==> config.mk <==
export PLATFORM = sky130hd
export DESIGN_NAME = alarm_clock_top
export DESIGN_NICKNAME = d
export VERILOG_FILES = /design/src/common/clock_pkg.sv /design/src/common/disp_pkg.sv /design/src/ctrl/button_sync.sv /design/src/ctrl/clock_ctrl.sv /design/src/disp/digit_scan.sv /design/src/alarm_clock_top.sv /design/src/tick_gen.sv /design/src/timekeep/time_counter.sv /design/src/timekeep/timekeeper.sv
export SDC_FILE = /design/constraint.sdc
export NUM_CORES = 1
export LEC_CHECK = 0
export ABC_AREA = 1
export CORE_AREA = 2 2 138 140
export DETAILED_ROUTE_END_ITERATION = 8
export DIE_AREA = 0 0 140 142
export DONT_BUFFER_PORTS = 1
export SETUP_SLACK_MARGIN = 0.4
export SLEW_MARGIN = 25
export SYNTH_ARGS = -nofsm -noshare
export SYNTH_HDL_FRONTEND = slang
export SYNTH_HIERARCHICAL = 1
export SYNTH_SLANG_ARGS = --single-unit
==> constraint.sdc <==
create_clock -name clk -period 5.3 [get_ports clk]
set_input_delay 1.06 -clock clk [delete_from_list [all_inputs] [get_ports clk]]
set_output_delay 1.06 -clock clk [all_outputs]
set_load 0.01 [all_outputs]
==> src/common/clock_pkg.sv <==
`default_nettype none

package clock_pkg;

	// --------------------------------------------------
	// time fields
	// --------------------------------------------------
	typedef logic [5:0] time_field_t;	// one field, 0..59

	localparam int SEC_MAX = 59;
	localparam int MIN_MAX = 59;
	localparam int HR_MAX  = 23;	// 24-hour form only

	// --------------------------------------------------
	// control state
	// --------------------------------------------------
	typedef enum logic [1:0] {
		MODE_CLOCK     = 2'd0,
		MODE_SET_TIME  = 2'd1,
		MODE_SET_ALARM = 2'd2
	} mode_e;

	// encoding matches digit pair index (scan index / 2)
	typedef enum logic [1:0] {
		FIELD_SEC = 2'd0,
		FIELD_MIN = 2'd1,
		FIELD_HR  = 2'd2
	} field_e;

endpackage

`default_nettype wire

==> src/common/disp_pkg.sv <==
`default_nettype none

package disp_pkg;

	localparam int NUM_DIGITS = 6;

	typedef logic [6:0]            seg_t;	// {a,b,c,d,e,f,g}, active high
	typedef logic [3:0]            bcd_t;
	typedef logic [2:0]            digit_idx_t;
	typedef logic [NUM_DIGITS-1:0] digit_enb_t;	// active low

	// --------------------------------------------------
	// segment patterns
	// --------------------------------------------------
	localparam seg_t SEG_DIGIT [10] = '{
		7'b111_1110,	// 0
		7'b011_0000,	// 1
		7'b110_1101,	// 2
		7'b111_1001,	// 3
		7'b011_0011,	// 4
		7'b101_1011,	// 5
		7'b101_1111,	// 6
		7'b111_0000,	// 7
		7'b111_1111,	// 8
		7'b111_0011	// 9
	};

	localparam seg_t SEG_BLANK = 7'b000_0000;

endpackage

`default_nettype wire

==> src/ctrl/button_sync.sv <==
`timescale 1ns/10ps
`default_nettype none

module button_sync (
	input  logic clk,
	input  logic rst_n,
	input  logic i_sample,
	input  logic i_btn,
	output logic o_press
);

	logic sync_q1, sync_q2;	// metastability chain
	logic sample_q;	// value seen at the previous sample tick
	logic level_q;	// debounced level
	logic level_dly;

	always_ff @(posedge clk or negedge rst_n) begin
		if (!rst_n) begin
			sync_q1 <= 1'b0;
			sync_q2 <= 1'b0;
		end else begin
			sync_q1 <= i_btn;
			sync_q2 <= sync_q1;
		end
	end

	// --------------------------------------------------
	// debounce over two sample ticks
	// --------------------------------------------------
	always_ff @(posedge clk or negedge rst_n) begin
		if (!rst_n) begin
			sample_q <= 1'b0;
			level_q  <= 1'b0;
		end else if (i_sample) begin
			sample_q <= sync_q2;
			if (sync_q2 == sample_q) begin
				level_q <= sync_q2;	// stable on two ticks in a row
			end
		end
	end

	always_ff @(posedge clk or negedge rst_n) begin
		if (!rst_n) begin
			level_dly <= 1'b0;
		end else begin
			level_dly <= level_q;
		end
	end

	assign o_press = level_q & ~level_dly;	// one clk on rising edge

endmodule

`default_nettype wire

==> src/ctrl/clock_ctrl.sv <==
`timescale 1ns/10ps
`default_nettype none

module clock_ctrl (
	input  logic               clk,
	input  logic               rst_n,
	input  logic               i_sec_tick,
	input  logic               i_mode_press,
	input  logic               i_field_press,
	input  logic               i_step_press,
	input  logic               i_alarm_press,
	output clock_pkg::mode_e   o_mode,
	output clock_pkg::field_e  o_field,
	output logic               o_alarm_en,
	output logic               o_run_tick,
	output logic               o_time_step,
	output logic               o_alarm_step
);

	logic set_time, set_alarm;

	// --------------------------------------------------
	// mode FSM
	// --------------------------------------------------
	always_ff @(posedge clk or negedge rst_n) begin
		if (!rst_n) begin
			o_mode <= clock_pkg::MODE_CLOCK;
		end else if (i_mode_press) begin
			case (o_mode)
				clock_pkg::MODE_CLOCK:    o_mode <= clock_pkg::MODE_SET_TIME;
				clock_pkg::MODE_SET_TIME: o_mode <= clock_pkg::MODE_SET_ALARM;
				default:                  o_mode <= clock_pkg::MODE_CLOCK;
			endcase
		end
	end

	// --------------------------------------------------
	// field FSM
	// --------------------------------------------------
	always_ff @(posedge clk or negedge rst_n) begin
		if (!rst_n) begin
			o_field <= clock_pkg::FIELD_SEC;
		end else if (i_field_press) begin
			case (o_field)
				clock_pkg::FIELD_SEC: o_field <= clock_pkg::FIELD_MIN;
				clock_pkg::FIELD_MIN: o_field <= clock_pkg::FIELD_HR;
				default:              o_field <= clock_pkg::FIELD_SEC;
			endcase
		end
	end

	always_ff @(posedge clk or negedge rst_n) begin
		if (!rst_n) begin
			o_alarm_en <= 1'b0;
		end else if (i_alarm_press) begin
			o_alarm_en <= ~o_alarm_en;
		end
	end

	// --------------------------------------------------
	// step steering
	// --------------------------------------------------
	assign set_time  = (o_mode == clock_pkg::MODE_SET_TIME);
	assign set_alarm = (o_mode == clock_pkg::MODE_SET_ALARM);

	assign o_run_tick   = i_sec_tick & ~set_time;	// time frozen while being set
	assign o_time_step  = i_step_press & set_time;
	assign o_alarm_step = i_step_press & set_alarm;

endmodule

`default_nettype wire

==> src/disp/digit_scan.sv <==
`timescale 1ns/10ps
`default_nettype none

module digit_scan (
	input  logic                   clk,
	input  logic                   rst_n,
	input  logic                   i_scan_tick,
	input  clock_pkg::mode_e       i_mode,
	input  clock_pkg::field_e      i_field,
	input  clock_pkg::time_field_t i_sec,
	input  clock_pkg::time_field_t i_min,
	input  clock_pkg::time_field_t i_hr,
	output disp_pkg::seg_t         o_seg,
	output logic                   o_seg_dp,
	output disp_pkg::digit_enb_t   o_seg_enb
);

	localparam disp_pkg::digit_idx_t LAST_IDX =
		disp_pkg::digit_idx_t'(disp_pkg::NUM_DIGITS - 1);

	disp_pkg::digit_idx_t   idx;
	clock_pkg::time_field_t cur_field;	// field of the current digit pair
	disp_pkg::bcd_t         tens, ones, digit;

	// --------------------------------------------------
	// scan position
	// --------------------------------------------------
	always_ff @(posedge clk or negedge rst_n) begin
		if (!rst_n) begin
			idx <= '0;
		end else if (i_scan_tick) begin
			if (idx == LAST_IDX) begin
				idx <= '0;
			end else begin
				idx <= idx + 1'b1;
			end
		end
	end

	// --------------------------------------------------
	// digit select and BCD split
	// --------------------------------------------------
	// pairs are sec (0,1), min (2,3), hr (4,5); odd index is tens
	always_comb begin
		case (idx[2:1])
			2'd0:    cur_field = i_sec;
			2'd1:    cur_field = i_min;
			2'd2:    cur_field = i_hr;
			default: cur_field = '0;
		endcase
	end

	assign tens  = disp_pkg::bcd_t'(cur_field / 10);
	assign ones  = disp_pkg::bcd_t'(cur_field % 10);
	assign digit = idx[0] ? tens : ones;

	// segment decode
	always_comb begin
		if (digit <= 4'd9) begin
			o_seg = disp_pkg::SEG_DIGIT[digit];
		end else begin
			o_seg = disp_pkg::SEG_BLANK;
		end
	end

	assign o_seg_enb = ~(disp_pkg::digit_enb_t'(1) << idx);	// one low bit

	// decimal points mark the field under edit
	assign o_seg_dp = (i_mode != clock_pkg::MODE_CLOCK) && (2'(i_field) == idx[2:1]);

endmodule

`default_nettype wire

==> src/alarm_clock_top.sv <==
`timescale 1ns/10ps
`default_nettype none

module alarm_clock_top #(
	parameter int SEC_DIV    = 50_000_000,
	parameter int SCAN_DIV   = 2_500,
	parameter int SAMPLE_DIV = 500_000
) (
	input  logic                clk,
	input  logic                rst_n,
	input  logic                i_btn_mode,
	input  logic                i_btn_field,
	input  logic                i_btn_step,
	input  logic                i_btn_alarm,
	output disp_pkg::seg_t      o_seg,
	output logic                o_seg_dp,
	output disp_pkg::digit_enb_t o_seg_enb,
	output logic                o_alarm
);

	logic sec_tick, scan_tick, sample_tick;
	logic mode_press, field_press, step_press, alarm_press;
	logic alarm_en, run_tick, time_step, alarm_step;

	clock_pkg::mode_e       mode;
	clock_pkg::field_e      field;
	clock_pkg::time_field_t disp_sec, disp_min, disp_hr;

	// --------------------------------------------------
	// timebases
	// --------------------------------------------------
	tick_gen #(.DIV(SEC_DIV))    u_sec_tick    (.clk, .rst_n, .o_tick(sec_tick));
	tick_gen #(.DIV(SCAN_DIV))   u_scan_tick   (.clk, .rst_n, .o_tick(scan_tick));
	tick_gen #(.DIV(SAMPLE_DIV)) u_sample_tick (.clk, .rst_n, .o_tick(sample_tick));

	// --------------------------------------------------
	// buttons
	// --------------------------------------------------
	button_sync u_btn_mode  (.clk, .rst_n, .i_sample(sample_tick), .i_btn(i_btn_mode),
		.o_press(mode_press));
	button_sync u_btn_field (.clk, .rst_n, .i_sample(sample_tick), .i_btn(i_btn_field),
		.o_press(field_press));
	button_sync u_btn_step  (.clk, .rst_n, .i_sample(sample_tick), .i_btn(i_btn_step),
		.o_press(step_press));
	button_sync u_btn_alarm (.clk, .rst_n, .i_sample(sample_tick), .i_btn(i_btn_alarm),
		.o_press(alarm_press));

	clock_ctrl u_ctrl (
		.clk, .rst_n,
		.i_sec_tick    (sec_tick),
		.i_mode_press  (mode_press),
		.i_field_press (field_press),
		.i_step_press  (step_press),
		.i_alarm_press (alarm_press),
		.o_mode        (mode),
		.o_field       (field),
		.o_alarm_en    (alarm_en),
		.o_run_tick    (run_tick),
		.o_time_step   (time_step),
		.o_alarm_step  (alarm_step)
	);

	timekeeper u_time (
		.clk, .rst_n,
		.i_mode       (mode),
		.i_field      (field),
		.i_alarm_en   (alarm_en),
		.i_run_tick   (run_tick),
		.i_time_step  (time_step),
		.i_alarm_step (alarm_step),
		.o_disp_sec   (disp_sec),
		.o_disp_min   (disp_min),
		.o_disp_hr    (disp_hr),
		.o_alarm      (o_alarm)
	);

	digit_scan u_scan (
		.clk, .rst_n,
		.i_scan_tick (scan_tick),
		.i_mode      (mode),
		.i_field     (field),
		.i_sec       (disp_sec),
		.i_min       (disp_min),
		.i_hr        (disp_hr),
		.o_seg       (o_seg),
		.o_seg_dp    (o_seg_dp),
		.o_seg_enb   (o_seg_enb)
	);

endmodule

`default_nettype wire

==> src/tick_gen.sv <==
`timescale 1ns/10ps
`default_nettype none

module tick_gen #(
	parameter int DIV = 50_000_000
) (
	input  logic clk,
	input  logic rst_n,
	output logic o_tick
);

	localparam int W = (DIV > 1) ? $clog2(DIV) : 1;
	localparam logic [W-1:0] RELOAD = W'(DIV - 1);

	logic [W-1:0] cnt;

	// down-counter, pulse registered so the first one lands DIV cycles in
	always_ff @(posedge clk or negedge rst_n) begin
		if (!rst_n) begin
			cnt    <= RELOAD;
			o_tick <= 1'b0;
		end else begin
			o_tick <= (cnt == '0);
			if (cnt == '0) begin
				cnt <= RELOAD;
			end else begin
				cnt <= cnt - 1'b1;
			end
		end
	end

endmodule

`default_nettype wire

==> src/timekeep/time_counter.sv <==
`timescale 1ns/10ps
`default_nettype none

module time_counter #(
	parameter int MAX = 59
) (
	input  logic                   clk,
	input  logic                   rst_n,
	input  logic                   i_step,
	output clock_pkg::time_field_t o_value,
	output logic                   o_wrap
);

	localparam clock_pkg::time_field_t LAST = clock_pkg::time_field_t'(MAX);

	// carry out, valid in the same cycle as the step
	assign o_wrap = i_step && (o_value == LAST);

	always_ff @(posedge clk or negedge rst_n) begin
		if (!rst_n) begin
			o_value <= '0;
		end else if (i_step) begin
			if (o_value == LAST) begin
				o_value <= '0;
			end else begin
				o_value <= o_value + 1'b1;
			end
		end
	end

endmodule

`default_nettype wire

==> src/timekeep/timekeeper.sv <==
`timescale 1ns/10ps
`default_nettype none

module timekeeper (
	input  logic                   clk,
	input  logic                   rst_n,
	input  clock_pkg::mode_e       i_mode,
	input  clock_pkg::field_e      i_field,
	input  logic                   i_alarm_en,
	input  logic                   i_run_tick,
	input  logic                   i_time_step,
	input  logic                   i_alarm_step,
	output clock_pkg::time_field_t o_disp_sec,
	output clock_pkg::time_field_t o_disp_min,
	output clock_pkg::time_field_t o_disp_hr,
	output logic                   o_alarm
);

	logic sel_sec, sel_min, sel_hr;
	logic sec_step, min_step, hr_step;
	logic sec_wrap, min_wrap;
	logic match;

	clock_pkg::time_field_t sec, min, hr;
	clock_pkg::time_field_t alm_sec, alm_min, alm_hr;

	assign sel_sec = (i_field == clock_pkg::FIELD_SEC);
	assign sel_min = (i_field == clock_pkg::FIELD_MIN);
	assign sel_hr  = (i_field == clock_pkg::FIELD_HR);

	// --------------------------------------------------
	// running time
	// --------------------------------------------------
	// carries only ride on the run tick, manual steps never carry
	assign sec_step = i_run_tick | (i_time_step & sel_sec);
	assign min_step = (sec_wrap & i_run_tick) | (i_time_step & sel_min);
	assign hr_step  = (min_wrap & i_run_tick) | (i_time_step & sel_hr);

	time_counter #(.MAX(clock_pkg::SEC_MAX)) u_sec (.clk, .rst_n,
		.i_step(sec_step), .o_value(sec), .o_wrap(sec_wrap));
	time_counter #(.MAX(clock_pkg::MIN_MAX)) u_min (.clk, .rst_n,
		.i_step(min_step), .o_value(min), .o_wrap(min_wrap));
	time_counter #(.MAX(clock_pkg::HR_MAX)) u_hr (.clk, .rst_n,
		.i_step(hr_step), .o_value(hr), .o_wrap());	// day rollover unused

	// --------------------------------------------------
	// alarm time
	// --------------------------------------------------
	time_counter #(.MAX(clock_pkg::SEC_MAX)) u_alm_sec (.clk, .rst_n,
		.i_step(i_alarm_step & sel_sec), .o_value(alm_sec), .o_wrap());
	time_counter #(.MAX(clock_pkg::MIN_MAX)) u_alm_min (.clk, .rst_n,
		.i_step(i_alarm_step & sel_min), .o_value(alm_min), .o_wrap());
	time_counter #(.MAX(clock_pkg::HR_MAX)) u_alm_hr (.clk, .rst_n,
		.i_step(i_alarm_step & sel_hr), .o_value(alm_hr), .o_wrap());

	// show alarm only while editing it
	always_comb begin
		if (i_mode == clock_pkg::MODE_SET_ALARM) begin
			o_disp_sec = alm_sec;
			o_disp_min = alm_min;
			o_disp_hr  = alm_hr;
		end else begin
			o_disp_sec = sec;
			o_disp_min = min;
			o_disp_hr  = hr;
		end
	end

	// --------------------------------------------------
	// alarm latch
	// --------------------------------------------------
	assign match = (sec == alm_sec) && (min == alm_min) && (hr == alm_hr);

	always_ff @(posedge clk or negedge rst_n) begin
		if (!rst_n) begin
			o_alarm <= 1'b0;
		end else begin
			o_alarm <= i_alarm_en & (o_alarm | match);	// held until disabled
		end
	end

endmodule

`default_nettype wire
* Word level (Yosys, flattened, before mapping)
Memory sizes are Yosys's and may differ from the RTL's.
Index checks and enable logic that the tools add are counted.
** Storage, ports and cells
- Bits in registers :: 125
- Memory bits (read-only) :: 112
- Bits of input ports :: 6
- Output and inout bits :: 15
- Memories kept :: 1
** Memory list
- (name not given) :: words 16, bits a word 7, rd ports 1, clocked after Yosys merged registers in 0, wr ports 0, line digit_scan.sv:60 : o_seg = disp_pkg::SEG_DIGIT[digit];
** Cells by class
- $add $sub $neg :: 10
- Divide/modulo/power cells :: 2
- Order comparisons :: 2
- Equality and inequality tests :: 21
- Shift-type cells :: 1
- Mux-type cells :: 20
- Bitwise operators :: 28
- Reduce and logical (&&, ||, !) cells :: 16
** Operators by type and width (number)
- $mux 6 :: 9
- $add 6x1->6 const B :: 6
- $div 6x4->32 const B :: 1
- $mod 6x4->32 const B :: 1
- $logic_not 26->1 :: 1
- $mux 26 :: 1
- $sub 26x1->26 const B :: 1
- $eq 6x6->1 const B :: 4
- $mux 7 :: 3
- $logic_not 19->1 :: 1
- $mux 19 :: 1
- $sub 19x1->19 const B :: 1
- $eq 6x6->1 :: 3
- $pmux 6 s3 :: 1
- $and 1x1->1 :: 16
- $eq 6x5->1 const B :: 2
- $logic_not 12->1 :: 1
- $mux 12 :: 1
- $sub 12x1->12 const B :: 1
- $pmux 2 s2 :: 2
- $reduce_and 2->1 :: 4
- $eq 2x1->1 const B :: 3
- $eq 2x2->1 const B :: 3
- $logic_not 2->1 :: 3
- other kinds (15) :: 30

* Depth between registers and ports, before layout
- Word-level depth :: 11
- Depth in mapped cells :: 33

* By module
Netlist, hierarchy kept.
** Modules (own cells, without submodules)
- tick_gen (u_sec_tick) :: times used 1, cells an instance 196, area an instance 1562.7 µm²
- time_counter (u_time.u_alm_min ...) :: times used 4, cells an instance 37, area an instance 320.3 µm²
- tick_gen (u_sample_tick) :: times used 1, cells an instance 159, area an instance 1257.5 µm²
- digit_scan :: times used 1, cells an instance 196, area an instance 1212.4 µm²
- tick_gen (u_scan_tick) :: times used 1, cells an instance 86, area an instance 699.4 µm²
- button_sync :: times used 4, cells an instance 16, area an instance 167.7 µm²
- timekeeper :: times used 1, cells an instance 136, area an instance 651.9 µm²
- time_counter (u_time.u_alm_hr ...) :: times used 2, cells an instance 43, area an instance 316.6 µm²
- clock_ctrl :: times used 1, cells an instance 30, area an instance 230.2 µm²

* Worst setup path before layout
No wires, ideal clock.
- Path kind :: register to output
- Start point :: register u_ctrl.o_mode[0]
- End point :: output port o_seg[2]
- Arrival :: 3.546 ns
- Required time :: 4.240 ns
- Slack :: 0.694 ns
- Stages on the path, launching flop included :: 30
- Cell sequence :: dfrtp_1 inv_1 nand2_1 buf_6 mux2_4 nand3_1 nand3_4 nand2_1 nand2_2 nand2_2 ha_1 inv_1 nor3_1 nand4_1 nand2_4 nand2_1 nand2_2 nand2_4 nand2_4 nand2_1 nand3_1 nand2_1 inv_1 ha_1 inv_1 nor2_2 nor2_4 nand2_4 nand2_2 nor2_1
** Between the ends
- Cells in the longest elaborated chain, start to end :: 10
** RTL lines
- start: declaration :: line clock_ctrl.sv:12 : output clock_pkg::mode_e o_mode,
- start signal: assignment :: line clock_ctrl.sv:27 : o_mode <= clock_pkg::MODE_CLOCK;
- start signal: assignment :: line clock_ctrl.sv:30 : clock_pkg::MODE_CLOCK: o_mode <= clock_pkg::MODE_SET_TIME;
- start signal: assignment :: line clock_ctrl.sv:31 : clock_pkg::MODE_SET_TIME: o_mode <= clock_pkg::MODE_SET_ALARM;
- $eq 2x2->1 (*) :: line timekeeper.sv:58 : if (i_mode == clock_pkg::MODE_SET_ALARM) begin
- $mux 6 (*) :: line timekeeper.sv:58
- net disp_hr[5] :: line alarm_clock_top.sv:27 : clock_pkg::time_field_t disp_sec, disp_min, disp_hr;
- $pmux 6 s3 (*) :: line digit_scan.sv:45 : case (idx[2:1])
- $mod 6x4->32 or $div 6x4->32 (tied branches) :: line digit_scan.sv:54, digit_scan.sv:53
- $mux 4 (*) :: line digit_scan.sv:55 : assign digit = idx[0] ? tens : ones;
- $not 4->5 (implied by the code) :: line digit_scan.sv:60
- $mem_v2 16x7
- $mux 7 (implied by the code) (2 in a row) :: line digit_scan.sv:60
- $mux 7 (*) :: line digit_scan.sv:59 : if (digit <= 4'd9) begin
- end: declaration :: line alarm_clock_top.sv:15 : output disp_pkg::seg_t o_seg,
Mark *: on every way through the listed nets, which the timed path passes. The rest lies on a longest branch. The select of a mux whose other input is x is not followed.

* Worst setup path in the final report
- Start point :: register u_ctrl.o_mode[0]
- End point :: output port o_seg[0]
Same word-level chain as after synthesis.

==> impl_metrics.toml <==
[global_routing]
antenna_found_initial = 0
overflow = 0
grt_max_degree = 126
grt_first_pass_wirelength_um = 28500
grtUsageTotal_pct = 17.5
grt_pass1_vias = 6310

[route]
ant_nets = 0
routedWlPerCell_um = 11.9
drtIter0Drc = 312
first_pass_iters = 6
drt_wl_total_um = 16500
drc_errors = 4
routed_via_density = 4.77
vias = 6581

[sta]
slew_headroom_pct = 42.4
period_share_pct = 89.5
report.final.slew_viol_count = 0
tightest_slew_ns = 0.855
clock.fmax_mhz = 211
report.final.hold_viol_count = 0
setup_tns_ns = 0
period_minus_slack_ns = 4.74
rsz0062_at_grt = "true"
clock_skew_ns = 0.00987
finalSetupViolCount = 0

[synth]
syn_nets = 1130
synth_cell_types = 47
netlist.area_leader.share_pct = 27.5
ys_warn_count = 6
post_synth_instance_area_mm2 = 0.00820
synth_most_common_cell = "nand2_1"
async_reset_ff_share_pct = 100
syn_inst = 1101
syn_avg_cell_area_um2 = 7.45
synth_top_cells_by_count = "294 x nand2_1, 156 x inv_1, 148 x nor2_1, 90 x dfrtp_1, 87 x nand3_1"
synth_seq_area_share_pct = 38.7
ys.flop_type = "dfrtp_1"
synth_top_cell_by_area = "dfrtp_1"
synth-edff-count = 0
synth_seq_cells = 125
synth_area_leaders = "dfrtp_1 27%, nand2_1 13%, dfstp_2 11%"

[clocking]
htree_levels = 4
root_buffer = "clkbuf_16"
clk_pin_slew_worst_paths_ns = 0.05
max-clock-path-buffers = 2
tritoncts = "yes"
cts_inserted_buffers = 17
cts_hold_buffers = 0
clk_latency_ns = 0.41
clock_sinks = 125

[power_and_ir_drop]
vdd_ir_drop_max_mv = 0.218
combPwrFrac_pct = 0.1
clock_power_share_pct = 55.5
power_per_cell_area_mw_per_mm2 = 231
p_seq_share_pct = 44.4
p_int_mw = 1.75
leakage_nw = 4.77
netSwitchingFraction_pct = 19.3
p_sw_mw = 0.419

[die]
io_pins = 21
die_h_um = 142
die_w_um = 140
num_rows = 50
die_area_mm2 = 0.0199
core-area_mm2 = 0.0185
start_util_pct = 44.4

[critical_path]
required_ns = 4.24
cp-start-kind = "flip-flop"
critPathSlowestCell = "dfrtp_2"
crit_family = "simple AND/OR/NAND/NOR gates"
critPathArrivalTime_ns = 3.68
crit_path_end_kind = "output port"
critPathKind = "flip-flop to output port"
cp_num_buf_inv = 6
path_max_fanout = 5
cp_slowest_stage_delay_ns = 0.41

[place]
portBuffers = 0
dpl.cell_count = 1330
dpl.hpwl_um = 11800
gp_congestion = 0.833

[job]
maxCapViolCount = 0

[cells_and_area]
synthToLayoutAreaGrowth_pct = 14.6
stdcell_count = 1381
multi_input_area_mm2 = 0.00449
fillerInstances = 1790
diodes = 0
layout-drive-gt1-share_pct = 23.6
fin_nets = 1163
ff_latch_area_mm2 = 0.00318

[status]
run_status = "finished with violations"
failed_checks = "design-rule violations"

[min_path]
hp-class = "primary input to async pin"
## cells by family after synthesis
| family | synth area share [%] |
|---|---|
| mux | 1.37 |
| buf+inv | 8.45 |
| simple gates | 39.9 |
| flops | 38.7 |
| fa+ha+maj | 3.51 |
| compound gates | 4.36 |
| xor+xnor | 3.74 |
## placed cells by master, fill, tap and decap left out, drive strengths merged
master,netlist,layout
nand2,345,345
nor2,197,197
inv,163,163
nand3,105,105
dfrtp,90,90
o21ai,40,40
dfstp,35,35
ha,23,23
clkbuf,1,22
buf,6,21
xor2,19,19
a21oi,17,17
xnor2,16,16
nand4,11,11
clkinv,5,9
mux2,9,9
nand3b,5,5
or2,4,4
bufinv,0,3
clkinvlp,0,3
nor3,3,3
a21boi,1,1
o21a,1,1
o22ai,1,1
a211oi,1,1
and2,1,1
a32o,1,1
o21bai,1,1
## power groups by stage
stage	Sequential [mW]	Clock [mW]	Combinational, mW
finish	0.962	1.20	0.00277
global route	0.962	1.28	0.00346
CTS	0.962	1.24	0.00279
detailed placement	0.978	0	0.00269
global placement	0.978	0	0.00256
floorplan	0.978	0	0.00224
## state kept, by name (all words and copies together), names as in the netlist, 3 cells and up
signal / count
u_sample_tick/cnt: 19
u_scan/idx: 3
u_scan_tick/cnt: 12
u_sec_tick/cnt: 26
u_time/u_alm_hr/o_value: 6
u_time/u_alm_min/o_value: 6
u_time/u_alm_sec/o_value: 6
u_time/u_hr/o_value: 6
u_time/u_min/o_value: 6
u_time/u_sec/o_value: 6
## metal layers
metal  track usage, %  part of all wire, %
met1             22.8                   49
met2             29.2                   46
met3             3.36                  2.9
met4             6.27                  1.9
met5                0                    0
## cell type report
class / count / area share, %
Clock inverter: 10 / 1.45
Clock buffer: 22 / 5.15
Multi-Input combinational cell: 801 / 47.8
Tap cell: 234 / 3.12
Inverter: 168 / 6.84
Timing Repair Buffer: 21 / 1.82
Sequential cell: 125 / 33.8
## stage by stage
step           hold WS, ns  util [%]  cell area, um2  total power [mW]  setup slack [ns]
2_1_floorplan        0.331         -            8200             0.980             0.694
3_3_place_gp         0.332      45.8            8450             0.980             0.453
3_5_place_dp         0.336      45.8            8450             0.980             0.268
4_1_cts              0.321      49.8            9190              2.21             0.416
5_1_grt              0.314      50.9            9400              2.25             0.310
6_report             0.343      50.9            9400              2.17             0.557
## path summary, 6_finish.rpt
path	from	end	slack [ns]	depth (start not counted)
worst max-delay path	u_ctrl/o_mode[0]	o_seg[0]	0.56	28
worst min-delay path	rst_n	u_sec_tick/cnt[9]	0.34	0
worst max register to register	u_btn_step/level_q	u_time/u_hr/o_value[5]	1.79	22
worst min register to register	u_btn_step/sync_q1	u_btn_step/sync_q2	0.35	0
max in group asynchronous	rst_n	u_sec_tick/cnt[20]	4.68	0
min in group clk	u_btn_step/sync_q1	u_btn_step/sync_q2	0.35	0
## what timing repair did
action / CTS / global route
setup buffers: 6 / 12
gates resized for setup: 24 / 32
hold endpoints to repair: 0 / 0
gates cloned: 0 / 1
endpoints found under the setup margin: 7 / 7
pin swaps: 10 / 25
## worst register-to-register path: cells and delay by family (launching register included)
kind                   cells  cell delay, ns
flip-flops                 1            0.36
buffers and inverters      6            0.43
AO/OA/AOI/OAI              3            1.08
AND/OR/NAND/NOR           13            1.54
Power figures use the tool's default switching activity.
